===== src/logic/nnPkg.sv =====
package nnPkg;
	localparam int actWidth = 8;
	localparam int accWidth = 23;
	localparam int biasWidth = 16;
	localparam int fracBits = 6; // Bit fracBits-1 rounds half up.
	localparam int actMax = 127;

	localparam int numInputs = 8;
	localparam int numHidden = 6;
	localparam int numOutputs = 3;

	localparam int inputDepth = 4; // Also the sender's starting credits.
	localparam int outputDepth = 4;
	localparam int consumerCredits = 2;

	// Neuron-major order. Neuron 0 weight 0 sits in the lowest byte.
	localparam logic [numHidden*numInputs*actWidth-1:0] hiddenWeights = {
		8'sd12, -8'sd8, 8'sd30, 8'sd4, -8'sd22, 8'sd16, 8'sd10, 8'sd6,
		-8'sd14, 8'sd26, 8'sd8, 8'sd18, 8'sd2, -8'sd30, 8'sd20, 8'sd12,
		8'sd40, 8'sd10, -8'sd6, 8'sd14, 8'sd22, 8'sd8, -8'sd18, 8'sd28,
		8'sd6, 8'sd34, -8'sd26, 8'sd12, 8'sd16, 8'sd10, 8'sd24, -8'sd4,
		-8'sd10, 8'sd18, 8'sd20, -8'sd12, 8'sd36, 8'sd6, 8'sd14, 8'sd32,
		8'sd16, 8'sd44, 8'sd12, -8'sd50, 8'sd18, 8'sd26, 8'sd6, 8'sd20
	};

	localparam logic [numHidden*biasWidth-1:0] hiddenBiases = {
		-16'sd96, 16'sd32, 16'sd0, 16'sd64, -16'sd40, 16'sd128
	};

	localparam logic [numOutputs*numHidden*actWidth-1:0] outputWeights = {
		8'sd22, -8'sd18, 8'sd30, 8'sd12, 8'sd40, -8'sd8,
		8'sd14, 8'sd36, -8'sd20, 8'sd26, 8'sd10, 8'sd18,
		8'sd32, 8'sd8, 8'sd24, -8'sd14, 8'sd20, 8'sd44
	};

	localparam logic [numOutputs*biasWidth-1:0] outputBiases = {16'sd16, -16'sd64, 16'sd0};
endpackage


===== src/logic/neuronNode.sv =====
`timescale 1ns/1ns

module neuronNode #(
	parameter int numIn = 8,
	parameter logic [numIn*nnPkg::actWidth-1:0] weights = '0,
	parameter logic signed [nnPkg::biasWidth-1:0] bias = '0
) (
	input logic clk,
	input logic reset,
	input logic [numIn*nnPkg::actWidth-1:0] activations,
	output logic [nnPkg::actWidth-1:0] result
);
	import nnPkg::*;

	localparam int roundWidth = accWidth - fracBits;

	logic signed [actWidth-1:0] actReg [numIn];
	logic signed [accWidth-1:0] sumNext;
	logic signed [accWidth-1:0] sum;
	logic [roundWidth-1:0] rounded;

	// Stage one.
	always_ff @(posedge clk)
	begin
		if (reset)
		begin
			for (int i = 0; i < numIn; i++)
				actReg[i] <= '0;
		end
		else
		begin
			for (int i = 0; i < numIn; i++)
				actReg[i] <= activations[i*actWidth +: actWidth];
		end
	end

	always_comb
	begin
		sumNext = {{(accWidth - biasWidth){bias[biasWidth-1]}}, bias}; // Bias sign-extended.
		for (int i = 0; i < numIn; i++)
			sumNext = sumNext + actReg[i] * $signed(weights[i*actWidth +: actWidth]);
	end

	// Drop the fraction and add the half bit.
	assign rounded = sum[accWidth-1:fracBits] + roundWidth'(sum[fracBits-1]);

	always_ff @(posedge clk)
	begin
		if (reset)
		begin
			sum <= '0;
			result <= '0;
		end
		else
		begin
			sum <= sumNext;
			if (sum[accWidth-1])
				result <= '0; // Rectifier.
			else if (rounded > roundWidth'(actMax))
				result <= actWidth'(actMax); // Covers a round-up to 128 too.
			else
				result <= rounded[actWidth-1:0];
		end
	end
endmodule


===== src/logic/denseLayer.sv =====
`timescale 1ns/1ns

module denseLayer #(
	parameter int numIn = 8,
	parameter int numOut = 6,
	parameter logic [numOut*numIn*nnPkg::actWidth-1:0] weights = '0,
	parameter logic [numOut*nnPkg::biasWidth-1:0] biases = '0
) (
	input logic clk,
	input logic reset,
	input logic inValid,
	input logic [numIn*nnPkg::actWidth-1:0] inVector,
	output logic outValid,
	output logic [numOut*nnPkg::actWidth-1:0] outVector
);
	import nnPkg::*;

	logic [2:0] validPipe; // Tracks the three neuron stages.

	always_ff @(posedge clk)
	begin
		if (reset)
			validPipe <= '0;
		else
			validPipe <= {validPipe[1:0], inValid};
	end

	assign outValid = validPipe[2];

	for (genvar n = 0; n < numOut; n++)
	begin : gNeuron
		neuronNode #(
			.numIn(numIn),
			.weights(weights[n*numIn*actWidth +: numIn*actWidth]),
			.bias(biases[n*biasWidth +: biasWidth])
		) node (
			.clk(clk),
			.reset(reset),
			.activations(inVector),
			.result(outVector[n*actWidth +: actWidth])
		);
	end

	validKnown: assert property (@(posedge clk) disable iff (reset) !$isunknown(outValid))
		else $error("denseLayer outValid unknown after reset");
endmodule


===== src/logic/inputQueue.sv =====
`timescale 1ns/1ns

module inputQueue #(
	parameter int depth = 4,
	parameter int width = 64
) (
	input logic clk,
	input logic reset,
	input logic push,
	input logic [width-1:0] pushData,
	input logic room,
	output logic popValid,
	output logic [width-1:0] popData,
	output logic credit
);
	localparam int ptrWidth = (depth > 1) ? $clog2(depth) : 1;
	localparam int cntWidth = $clog2(depth + 1);

	logic [width-1:0] mem [depth];
	logic [ptrWidth-1:0] wrPtr;
	logic [ptrWidth-1:0] rdPtr;
	logic [cntWidth-1:0] count;

	assign popValid = (count != '0) && room; // Downstream has space for one more.
	assign popData = mem[rdPtr];
	assign credit = popValid; // One credit back per pop.

	always_ff @(posedge clk)
	begin
		if (push)
			mem[wrPtr] <= pushData;
	end

	always_ff @(posedge clk)
	begin
		if (reset)
		begin
			wrPtr <= '0;
			rdPtr <= '0;
			count <= '0;
		end
		else
		begin
			if (push)
				wrPtr <= (wrPtr == ptrWidth'(depth - 1)) ? '0 : wrPtr + 1'b1;
			if (popValid)
				rdPtr <= (rdPtr == ptrWidth'(depth - 1)) ? '0 : rdPtr + 1'b1;
			count <= count + cntWidth'(push) - cntWidth'(popValid);
		end
	end

	// Sender must hold a credit for every push.
	noOverrun: assert property (@(posedge clk) disable iff (reset)
		push |-> count != cntWidth'(depth))
		else $error("inputQueue push while full");
endmodule


===== src/logic/outputStage.sv =====
`timescale 1ns/1ns

module outputStage #(
	parameter int depth = 4,
	parameter int width = 24,
	parameter int credits = 2
) (
	input logic clk,
	input logic reset,
	input logic pop,
	input logic resValid,
	input logic [width-1:0] resData,
	input logic outCredit,
	output logic room,
	output logic outValid,
	output logic [width-1:0] outVector
);
	localparam int ptrWidth = (depth > 1) ? $clog2(depth) : 1;
	localparam int cntWidth = $clog2(depth + 1);
	localparam int credWidth = $clog2(credits + 1);

	logic [width-1:0] mem [depth];
	logic [ptrWidth-1:0] wrPtr;
	logic [ptrWidth-1:0] rdPtr;
	logic [cntWidth-1:0] count;
	logic [cntWidth-1:0] inFlight; // Popped upstream, not yet written.
	logic [credWidth-1:0] creditCnt;

	assign room = (int'(count) + int'(inFlight)) < depth;
	assign outValid = (count != '0) && (creditCnt != '0);
	assign outVector = mem[rdPtr];

	always_ff @(posedge clk)
	begin
		if (resValid)
			mem[wrPtr] <= resData;
	end

	always_ff @(posedge clk)
	begin
		if (reset)
		begin
			wrPtr <= '0;
			rdPtr <= '0;
			count <= '0;
			inFlight <= '0;
			creditCnt <= credWidth'(credits); // Consumer buffer starts empty.
		end
		else
		begin
			if (resValid)
				wrPtr <= (wrPtr == ptrWidth'(depth - 1)) ? '0 : wrPtr + 1'b1;
			if (outValid)
				rdPtr <= (rdPtr == ptrWidth'(depth - 1)) ? '0 : rdPtr + 1'b1;
			count <= count + cntWidth'(resValid) - cntWidth'(outValid);
			inFlight <= inFlight + cntWidth'(pop) - cntWidth'(resValid);
			creditCnt <= creditCnt + credWidth'(outCredit) - credWidth'(outValid);
		end
	end

	noOverflow: assert property (@(posedge clk) disable iff (reset)
		resValid |-> count != cntWidth'(depth))
		else $error("outputStage FIFO overflow");

	creditBound: assert property (@(posedge clk) disable iff (reset)
		creditCnt <= credWidth'(credits))
		else $error("outputStage consumer returned too many credits");
endmodule


===== src/logic/neuralNet.sv =====
`timescale 1ns/1ns

module neuralNet (
	input logic clk,
	input logic reset,
	input logic inValid,
	input logic [nnPkg::numInputs*nnPkg::actWidth-1:0] inVector,
	input logic outCredit,
	output logic inCredit,
	output logic outValid,
	output logic [nnPkg::numOutputs*nnPkg::actWidth-1:0] outVector
);
	import nnPkg::*;

	logic room;
	logic popValid;
	logic [numInputs*actWidth-1:0] popData;
	logic hidValid;
	logic [numHidden*actWidth-1:0] hidVector;
	logic resValid;
	logic [numOutputs*actWidth-1:0] resVector;

	inputQueue #(.depth(inputDepth), .width(numInputs*actWidth)) queue (
		.clk(clk),
		.reset(reset),
		.push(inValid),
		.pushData(inVector),
		.room(room),
		.popValid(popValid),
		.popData(popData),
		.credit(inCredit)
	);

	denseLayer #(
		.numIn(numInputs),
		.numOut(numHidden),
		.weights(hiddenWeights),
		.biases(hiddenBiases)
	) hiddenLayer (
		.clk(clk),
		.reset(reset),
		.inValid(popValid),
		.inVector(popData),
		.outValid(hidValid),
		.outVector(hidVector)
	);

	denseLayer #(
		.numIn(numHidden),
		.numOut(numOutputs),
		.weights(outputWeights),
		.biases(outputBiases)
	) outputLayer (
		.clk(clk),
		.reset(reset),
		.inValid(hidValid),
		.inVector(hidVector),
		.outValid(resValid),
		.outVector(resVector)
	);

	// Pop to write is six cycles.
	outputStage #(
		.depth(outputDepth),
		.width(numOutputs*actWidth),
		.credits(consumerCredits)
	) stage (
		.clk(clk),
		.reset(reset),
		.pop(popValid),
		.resValid(resValid),
		.resData(resVector),
		.outCredit(outCredit),
		.room(room),
		.outValid(outValid),
		.outVector(outVector)
	);
endmodule


===== config.mk =====
export PLATFORM = sky130hd
export DESIGN_NAME = neuralNet
export DESIGN_NICKNAME = d
export VERILOG_FILES = /design/src/logic/nnPkg.sv /design/src/logic/neuronNode.sv /design/src/logic/denseLayer.sv /design/src/logic/inputQueue.sv /design/src/logic/outputStage.sv /design/src/logic/neuralNet.sv
export SDC_FILE = /design/constraint.sdc
export NUM_CORES = 2
export LEC_CHECK = 0
export BUFFER_PORTS_ARGS = -buffer_cell sky130_fd_sc_hd__clkbuf_2
export CORE_UTILIZATION = 65
export DETAILED_ROUTE_END_ITERATION = 7
export PLACE_DENSITY = 0.86
export SYNTH_ARGS = -nofsm -noshare
export SYNTH_HDL_FRONTEND = slang
export SYNTH_SLANG_ARGS = --single-unit

===== constraint.sdc =====
create_clock -name clk -period 18.2 [get_ports clk]
set_input_delay 0.91 -clock clk [delete_from_list [all_inputs] [get_ports clk]]
set_output_delay 0.91 -clock clk [all_outputs]
set_load 0.05 [all_outputs]

# After elaboration in Yosys (flattened, before gate mapping)

Memories as Yosys holds them, arrays and structs flattened. A register that Yosys moved wholly into a read port is not among the register bits.
Cells that the tools add are included.

Flip-flop bits (word level): 304
RAM bits: 880
Input bits: 68
Output and inout bits: 26
Memories: 11

Memories:

| memory                             | words | width | rd ports | clocked after Yosys merged registers in | write ports | line              | RTL |
|---|---|---|---|---|---|---|---|
| queue.mem                          | 4     | 64    | 1        | 1                                       | 1           | inputQueue.sv:19  | `logic [width-1:0] mem [depth];` |
| stage.mem                          | 4     | 24    | 1        | 1                                       | 1           | outputStage.sv:22 | `logic [width-1:0] mem [depth];` |
| hiddenLayer.gNeuron[0].node.actReg | 8     | 8     | 8        | 0                                       | 8           | neuronNode.sv:17  | `logic signed [actWidth-1:0] actReg [numIn];` |
| hiddenLayer.gNeuron[1].node.actReg | 8     | 8     | 8        | 0                                       | 8           | neuronNode.sv:17  |  |
| hiddenLayer.gNeuron[2].node.actReg | 8     | 8     | 8        | 0                                       | 8           | neuronNode.sv:17  |  |
| hiddenLayer.gNeuron[3].node.actReg | 8     | 8     | 8        | 0                                       | 8           | neuronNode.sv:17  |  |
| +5 memories                        | --    | --    | --       | --                                      | --          | --                |  |

Add/subtract/negate cells: 89
$mul: 53
$lt $le $gt $ge: 10
Eq/ne operators: 4
Muxes and demuxes: 90
Bitwise gates (word level): 66
Reduce and logical (&&, ||, !) cells: 23

Operator list:

| operator                                             | number |
|---|---|
| two-way mux 8 bit                                    | 66 |
| multiplier 8 x 5 -> 13 bit (second input constant)   | 20 |
| multiplier 8 x 4 -> 12 bit (second input constant)   | 18 |
| adder 17 x 1 -> 17 bit                               | 9 |
| > comparator 17 x 7 -> 1 bit (second input constant) | 9 |
| multiplier 8 x 3 -> 11 bit (second input constant)   | 13 |
| adder 23 x 14 -> 23 bit                              | 5 |
| adder 23 x 13 -> 23 bit                              | 4 |
| adder 17 x 14 -> 18 bit                              | 5 |
| adder 19 x 13 -> 20 bit                              | 4 |
| bitwise OR 1 bit                                     | 66 |
| two-way mux 7 bit                                    | 9 |
| adder 16 x 14 -> 17 bit                              | 3 |
| adder 15 x 14 -> 16 bit                              | 3 |
| adder 23 x 12 -> 23 bit                              | 2 |
| adder 23 x 15 -> 23 bit                              | 2 |
| adder 20 x 13 -> 21 bit                              | 2 |
| adder 20 x 15 -> 21 bit                              | 2 |
| adder 19 x 14 -> 20 bit                              | 2 |
| negation 8 -> 20 bit                                 | 2 |
| adder 18 x 11 -> 19 bit                              | 2 |
| adder 18 x 15 -> 19 bit                              | 2 |
| adder 17 x 13 -> 18 bit                              | 2 |
| adder 15 x 12 -> 16 bit                              | 2 |
| 37 further kinds                                     | 81 |

# Logic depth before layout (Yosys ltp)

An unclocked memory read counts as a cell.

Word-level depth: 10
Depth in mapped cells: 31

# Cells and area by module

A second synthesis with hierarchy kept.

Cells, all modules: 8555
Area total of the unflattened synthesis: 90181.5 um^2

Modules (own cells, without submodules):

| module                                   | times used | cells each | area each (um^2) | sequential area each (um^2) |
|---|---|---|---|---|
| inputQueue                               | 1          | 380        | 9808.2           | 7867.5 |
| neuronNode (hiddenLayer.gNeuron[5].node) | 1          | 1003       | 9425.3           | 1801.7 |
| neuronNode (hiddenLayer.gNeuron[0].node) | 1          | 986        | 9417.8           | 1781.7 |
| neuronNode (hiddenLayer.gNeuron[3].node) | 1          | 971        | 9167.5           | 1761.7 |
| neuronNode (hiddenLayer.gNeuron[2].node) | 1          | 890        | 8858.5           | 1801.7 |
| neuronNode (hiddenLayer.gNeuron[1].node) | 1          | 941        | 8852.2           | 1761.7 |
| neuronNode (outputLayer.gNeuron[2].node) | 1          | 881        | 8418.1           | 1481.4 |
| neuronNode (hiddenLayer.gNeuron[4].node) | 1          | 782        | 7891.3           | 1761.7 |
| neuronNode (outputLayer.gNeuron[1].node) | 1          | 834        | 7724.9           | 1481.4 |
| neuronNode (outputLayer.gNeuron[0].node) | 1          | 671        | 6219.7           | 1481.4 |
| outputStage                              | 1          | 204        | 4240.3           | 3163.0 |
| denseLayer                               | 2          | 6          | 78.8             | 60.1 |

# Worst setup path before layout

No wires, ideal clock.

Path type: register to register
Start: mem hiddenLayer.gNeuron[3].node.actReg[8][7] (netlist: hiddenLayer.gNeuron[3].node.actReg[1][7])
End: reg hiddenLayer.gNeuron[0].node.sum[19]
Data arrival time: 7.319 ns
Data required time: 18.130 ns
Setup slack: 10.810 ns
Stages on the path, launching flop included: 30
Cells stage by stage: dfxtp_1 -> clkbuf_1 -> inv_1 -> fa_1 -> inv_1 -> ha_1 -> fa_1 -> ha_1 -> ha_1 -> inv_1 -> nor2_1 -> nor2_1 -> o21bai_1 -> a21oi_1 -> xor2_1 -> fa_1 -> inv_1 -> fa_1 -> fa_1 -> inv_1 -> fa_1 -> inv_1 -> ha_1 -> o21a_1 -> o21ai_0 -> a31oi_1 -> o41ai_2 -> o21ai_1 -> or3_1 -> a21oi_1

RTL lines:

| what                 | line             | RTL |
|---|---|---|
| from (decl)          | neuronNode.sv:17 |  |
| to (signal assigned) | neuronNode.sv:56 | `sum <= sumNext;` |
| to (decl)            | neuronNode.sv:19 | `logic signed [accWidth-1:0] sum;` |

==> impl_results.rst <==
.. list-table::
   :header-rows: 1

   * - Metric
     - Value
   * - Slew at the pin closest to its max-slew limit
     - 1182 ps
   * - TritonCTS clock tree
     - yes
   * - Setup violation total in the final timing report
     - 0
   * - IO Port Bufs
     - 93
   * - Post-layout minimum cycle time
     - 8404 ps
   * - IO Count
     - 94
   * - Clock root buffer
     - clkbuf_16
   * - Xor-xnor portion of the synthesized cell area
     - 0.06979
   * - Maximum number of pins on one net before global-route repair
     - 107
   * - Fin Setup TNS
     - 0 ps
   * - Count of pins over their slew limit
     - 0
   * - Number of remaining DRC errors
     - 0
   * - Min-delay worst type
     - flop to flop
   * - Area growth from synthesis to layout
     - 6.853%
   * - Internal reg-to-reg setup slack
     - 9800 ps
   * - Die Height
     - 333.2 um
   * - Critical Path Source
     - hiddenLayer.gNeuron[0].node.actReg[5][5]
   * - First-pass iteration count of the detailed router
     - 6
   * - Count of state elements after synthesis
     - 714
   * - Overflow left after global routing
     - 0
   * - Arrival time at the worst endpoint
     - roughly 8900 ps
   * - Top cells by area in the synthesized netlist
     - fa_1 24%, ha_1 18%, edfxtp_1 15%
   * - Share of the yosys chip area belonging to registers
     - 0.2499
   * - Mean area per synthesized cell
     - 10.70 um^2
   * - DPL Wire Length
     - 162,100 um
   * - Main combinational cell family by area after synthesis
     - adder cells
   * - Clock slew seen by the registers of the worst setup and hold paths
     - 80 ps
   * - Global-route usage over all layers
     - 0.3606
   * - Highest fanout seen on the critical path
     - 10
   * - Mean routed wirelength per cell
     - 23.49 um
   * - Max-cap viol count
     - 0
   * - Row Count
     - about 120
   * - Postcts setup bufs
     - 0
   * - Adder-cell area share of the yosys netlist
     - 0.4216
   * - CTS resizes
     - 0
   * - Final clock skew
     - 52.51 ps
   * - Startpoint type of the worst setup path
     - flop
   * - Category of the critical setup timing path
     - flop to flop
   * - Yosys warns
     - 0
   * - Element type at the critical path end
     - flop
   * - Run status
     - completed
   * - Initial core utilization
     - 0.6550
   * - Layout cells sized above 1
     - 0.06027
   * - Hold-fix buffers, CTS
     - 0
   * - Post-synthesis cell type with the largest combined area
     - fa_1
   * - CTS buffer count
     - 77
   * - Global-route wire length before repair
     - 297,500 um
   * - Vias in the first global route
     - around 51,000
   * - Final core utilization
     - 0.6999
   * - Final critical-path share of the clock period
     - 0.4617
   * - Final RePlAce weighted congestion
     - 1.075
   * - Die outline area
     - about 110,000 um^2
   * - Post-synth ARST share
     - 0
   * - Initial DRC Count
     - 3,392
   * - Area share of the largest cell type after synthesis
     - 0.2448
   * - Worst slew slack as a fraction of its limit
     - 0.2059
   * - Required time at the endpoint of the critical path
     - roughly 19,000 ps
   * - Worst-skew pair later-pin latency
     - between 600 and 700 ps
   * - Launch point of the worst reg-to-reg path
     - hiddenLayer.gNeuron[0].node.actReg[5][5]
   * - Mux share of post-synthesis cell area
     - 0.03106
   * - Cells after synthesis
     - 6,662
   * - Main synth FF type
     - dfxtp_1
   * - Complex-gate fraction of the synthesized area
     - 0.07634
   * - Number of antenna violations at the first check in global routing
     - 5
   * - Number of levels in the clock H-tree
     - 3
   * - Area inside the core boundary
     - roughly 110,000 um^2
   * - RSZ-0062 raised after global routing
     - false
   * - Commonest non-fill, non-tap cell in the layout
     - inv_1
   * - Number of sinks on the clock net
     - a little over 700
   * - Via/cell ratio
     - 5.760
   * - Detailed-route wire length
     - approximately 190,000 um
   * - Synth Area in Simple Gates
     - 0.06872
   * - Capture instance of the worst register-to-register path
     - hiddenLayer.gNeuron[2].node.sum[21]
   * - Leading cell types in the layout, fill and taps excluded
     - 1,471 x inv_1, 1,007 x ha_1, 872 x fa_1
   * - Maximum achievable frequency
     - ~0.12 GHz
   * - Post-Synthesis Cell Area
     - 71,300 um^2
   * - Number of enable-type register cells in the synthesized netlist
     - roughly 350
   * - Maximum root-to-sink buffer count
     - 3
   * - Number of distinct standard cells referenced by the synthesized netlist
     - between 80 and 90
   * - Setup crit end
     - hiddenLayer.gNeuron[2].node.sum[21]
   * - Remaining number of nets flagged by the antenna check after routing
     - 0
   * - Routed via count
     - between 40,000 and 50,000
   * - Layout net count
     - 8,754
   * - Worst R2R Path Depth
     - 27
   * - Fin. Hold Viols
     - 0
   * - Die extent in x
     - 333.2 um
[how the worst min path moves through the flow]
| stage | start | endpoint | slack [ps] | cells past startpoint |
|---|---|---|---|---|
| global placement | hiddenLayer.gNeuron[5].node.result[7] | outputLayer.gNeuron[1].node.actReg[5][7] | 420 | 1 |
| detailed placement | hiddenLayer.gNeuron[3].node.result[2] | outputLayer.gNeuron[1].node.actReg[3][2] | 420 | 1 |
| floorplan | hiddenLayer.validPipe[0] | hiddenLayer.validPipe[1] | 410 | 1 |
| finish | hiddenLayer.gNeuron[0].node.result[6] | outputLayer.gNeuron[1].node.actReg[0][6] | 410 | 1 |
| CTS | hiddenLayer.gNeuron[0].node.result[6] | outputLayer.gNeuron[1].node.actReg[0][6] | 410 | 1 |
| global route | hiddenLayer.gNeuron[0].node.result[6] | outputLayer.gNeuron[1].node.actReg[0][6] | 420 | 1 |
[Yosys cell counts, types with 67 or more instances]
master,number
ha_1,1007
inv_1,1471
nor2_1,251
o21ai_0,154
fa_1,872
xor2_1,171
edfxtp_1,352
xnor2_1,387
a21o_1,134
nand2_1,161
mux4_2,88
nor3_1,73
dfxtp_1,362
a21oi_1,323
nor2b_1,205
nand3_1,69
clkbuf_1,67
[sequential cells by signal, indices dropped and copies added, names as in the netlist, 3 cells and up, named ones only]
register / count
stage.inFlight: 3
hiddenLayer.gNeuron.node.sum: 101
outputLayer.gNeuron.node.actReg: 48
queue.mem: 256
outputLayer.gNeuron.node.result: 24
stage.mem: 96
outputLayer.gNeuron.node.sum: 48
hiddenLayer.gNeuron.node.actReg: 64
hiddenLayer.validPipe: 3
queue.count: 3
stage.count: 3
hiddenLayer.gNeuron.node.result: 48
outputLayer.validPipe: 3
[cells by family (layout without fill, tap and decap cells)]
| logic type | count (synthesis) | in the layout |
|---|---|---|
| xor gates and xnor gates | 562 | 562 |
| muxes | 110 | 110 |
| buffers and inverters | 1558 | 1757 |
| other | 1 | 11 |
| DFF | 714 | 714 |
| AOI/OAI and AO/OA | 876 | 876 |
| adders and majority gates | 1879 | 1879 |
| and+or+nand+nor | 962 | 962 |
[layout make-up]
type                    instances  area (um^2)
fillers                      7756        32670
diodes                          2        5.005
inverters                    1476         5540
clock inverters                40        450.4
well taps                    1414         1769
repair buffers                140        828.3
multi-input cells            4398        47630
flip-flops and latches        714        17820
clock buffers                 101         2140
[stage by stage]
| step | setup WS, ps | hold WS [ps] | instance area (um^2) | cells |
|---|---|---|---|---|
| 6_report | 9796 | 410.5 | 76180 | 8285 |
| 5_1_grt | 9366 | 418.9 | 76180 | 8283 |
| 4_1_cts | 9831 | 405.4 | 76180 | 8283 |
| 3_3_place_gp | 10020 | 416.0 | 73590 | 8142 |
| 2_1_floorplan | 10810 | 413.8 | 71330 | 6670 |
| 3_5_place_dp | 9908 | 421.8 | 73590 | 8142 |
[metal layers]
| layer | share of wire | up-vias | global-route usage | wire (um) |
|---|---|---|---|---|
| li1 | - | 21820 | - | - |
| met1 | 0.39 | 23640 | 0.4463 | 75510 |
| met2 | 0.47 | 1768 | 0.5932 | 91570 |
| met3 | 0.067 | 495 | 0.05611 | 13140 |
| met4 | 0.074 | 2 | 0.2276 | 14400 |
| met5 | 0.000067 | - | 0 | 13 |
[worst max-delay path, cell delays in order, from the launching register on]
cell and delay [ps]:
dfxtp_1 620, ha_1 370, inv_1 90, fa_1 410, inv_1 90, fa_1 420
ha_1 350, a21oi_1 240, o21bai_1 110, a21oi_1 250, o21ai_0 220, a31oi_1 660
inv_1 160, fa_1 800, inv_1 240, fa_1 520, fa_1 540, inv_1 50
fa_1 530, inv_1 40, ha_1 310, inv_1 90, o21bai_1 120, o21ai_0 180
a31oi_1 110, o41ai_1 420, xor2_1 210, nor2_1 50
Power is not shown: default switching activity piles up to over one toggle a cycle in this logic, so the estimate is an artifact.
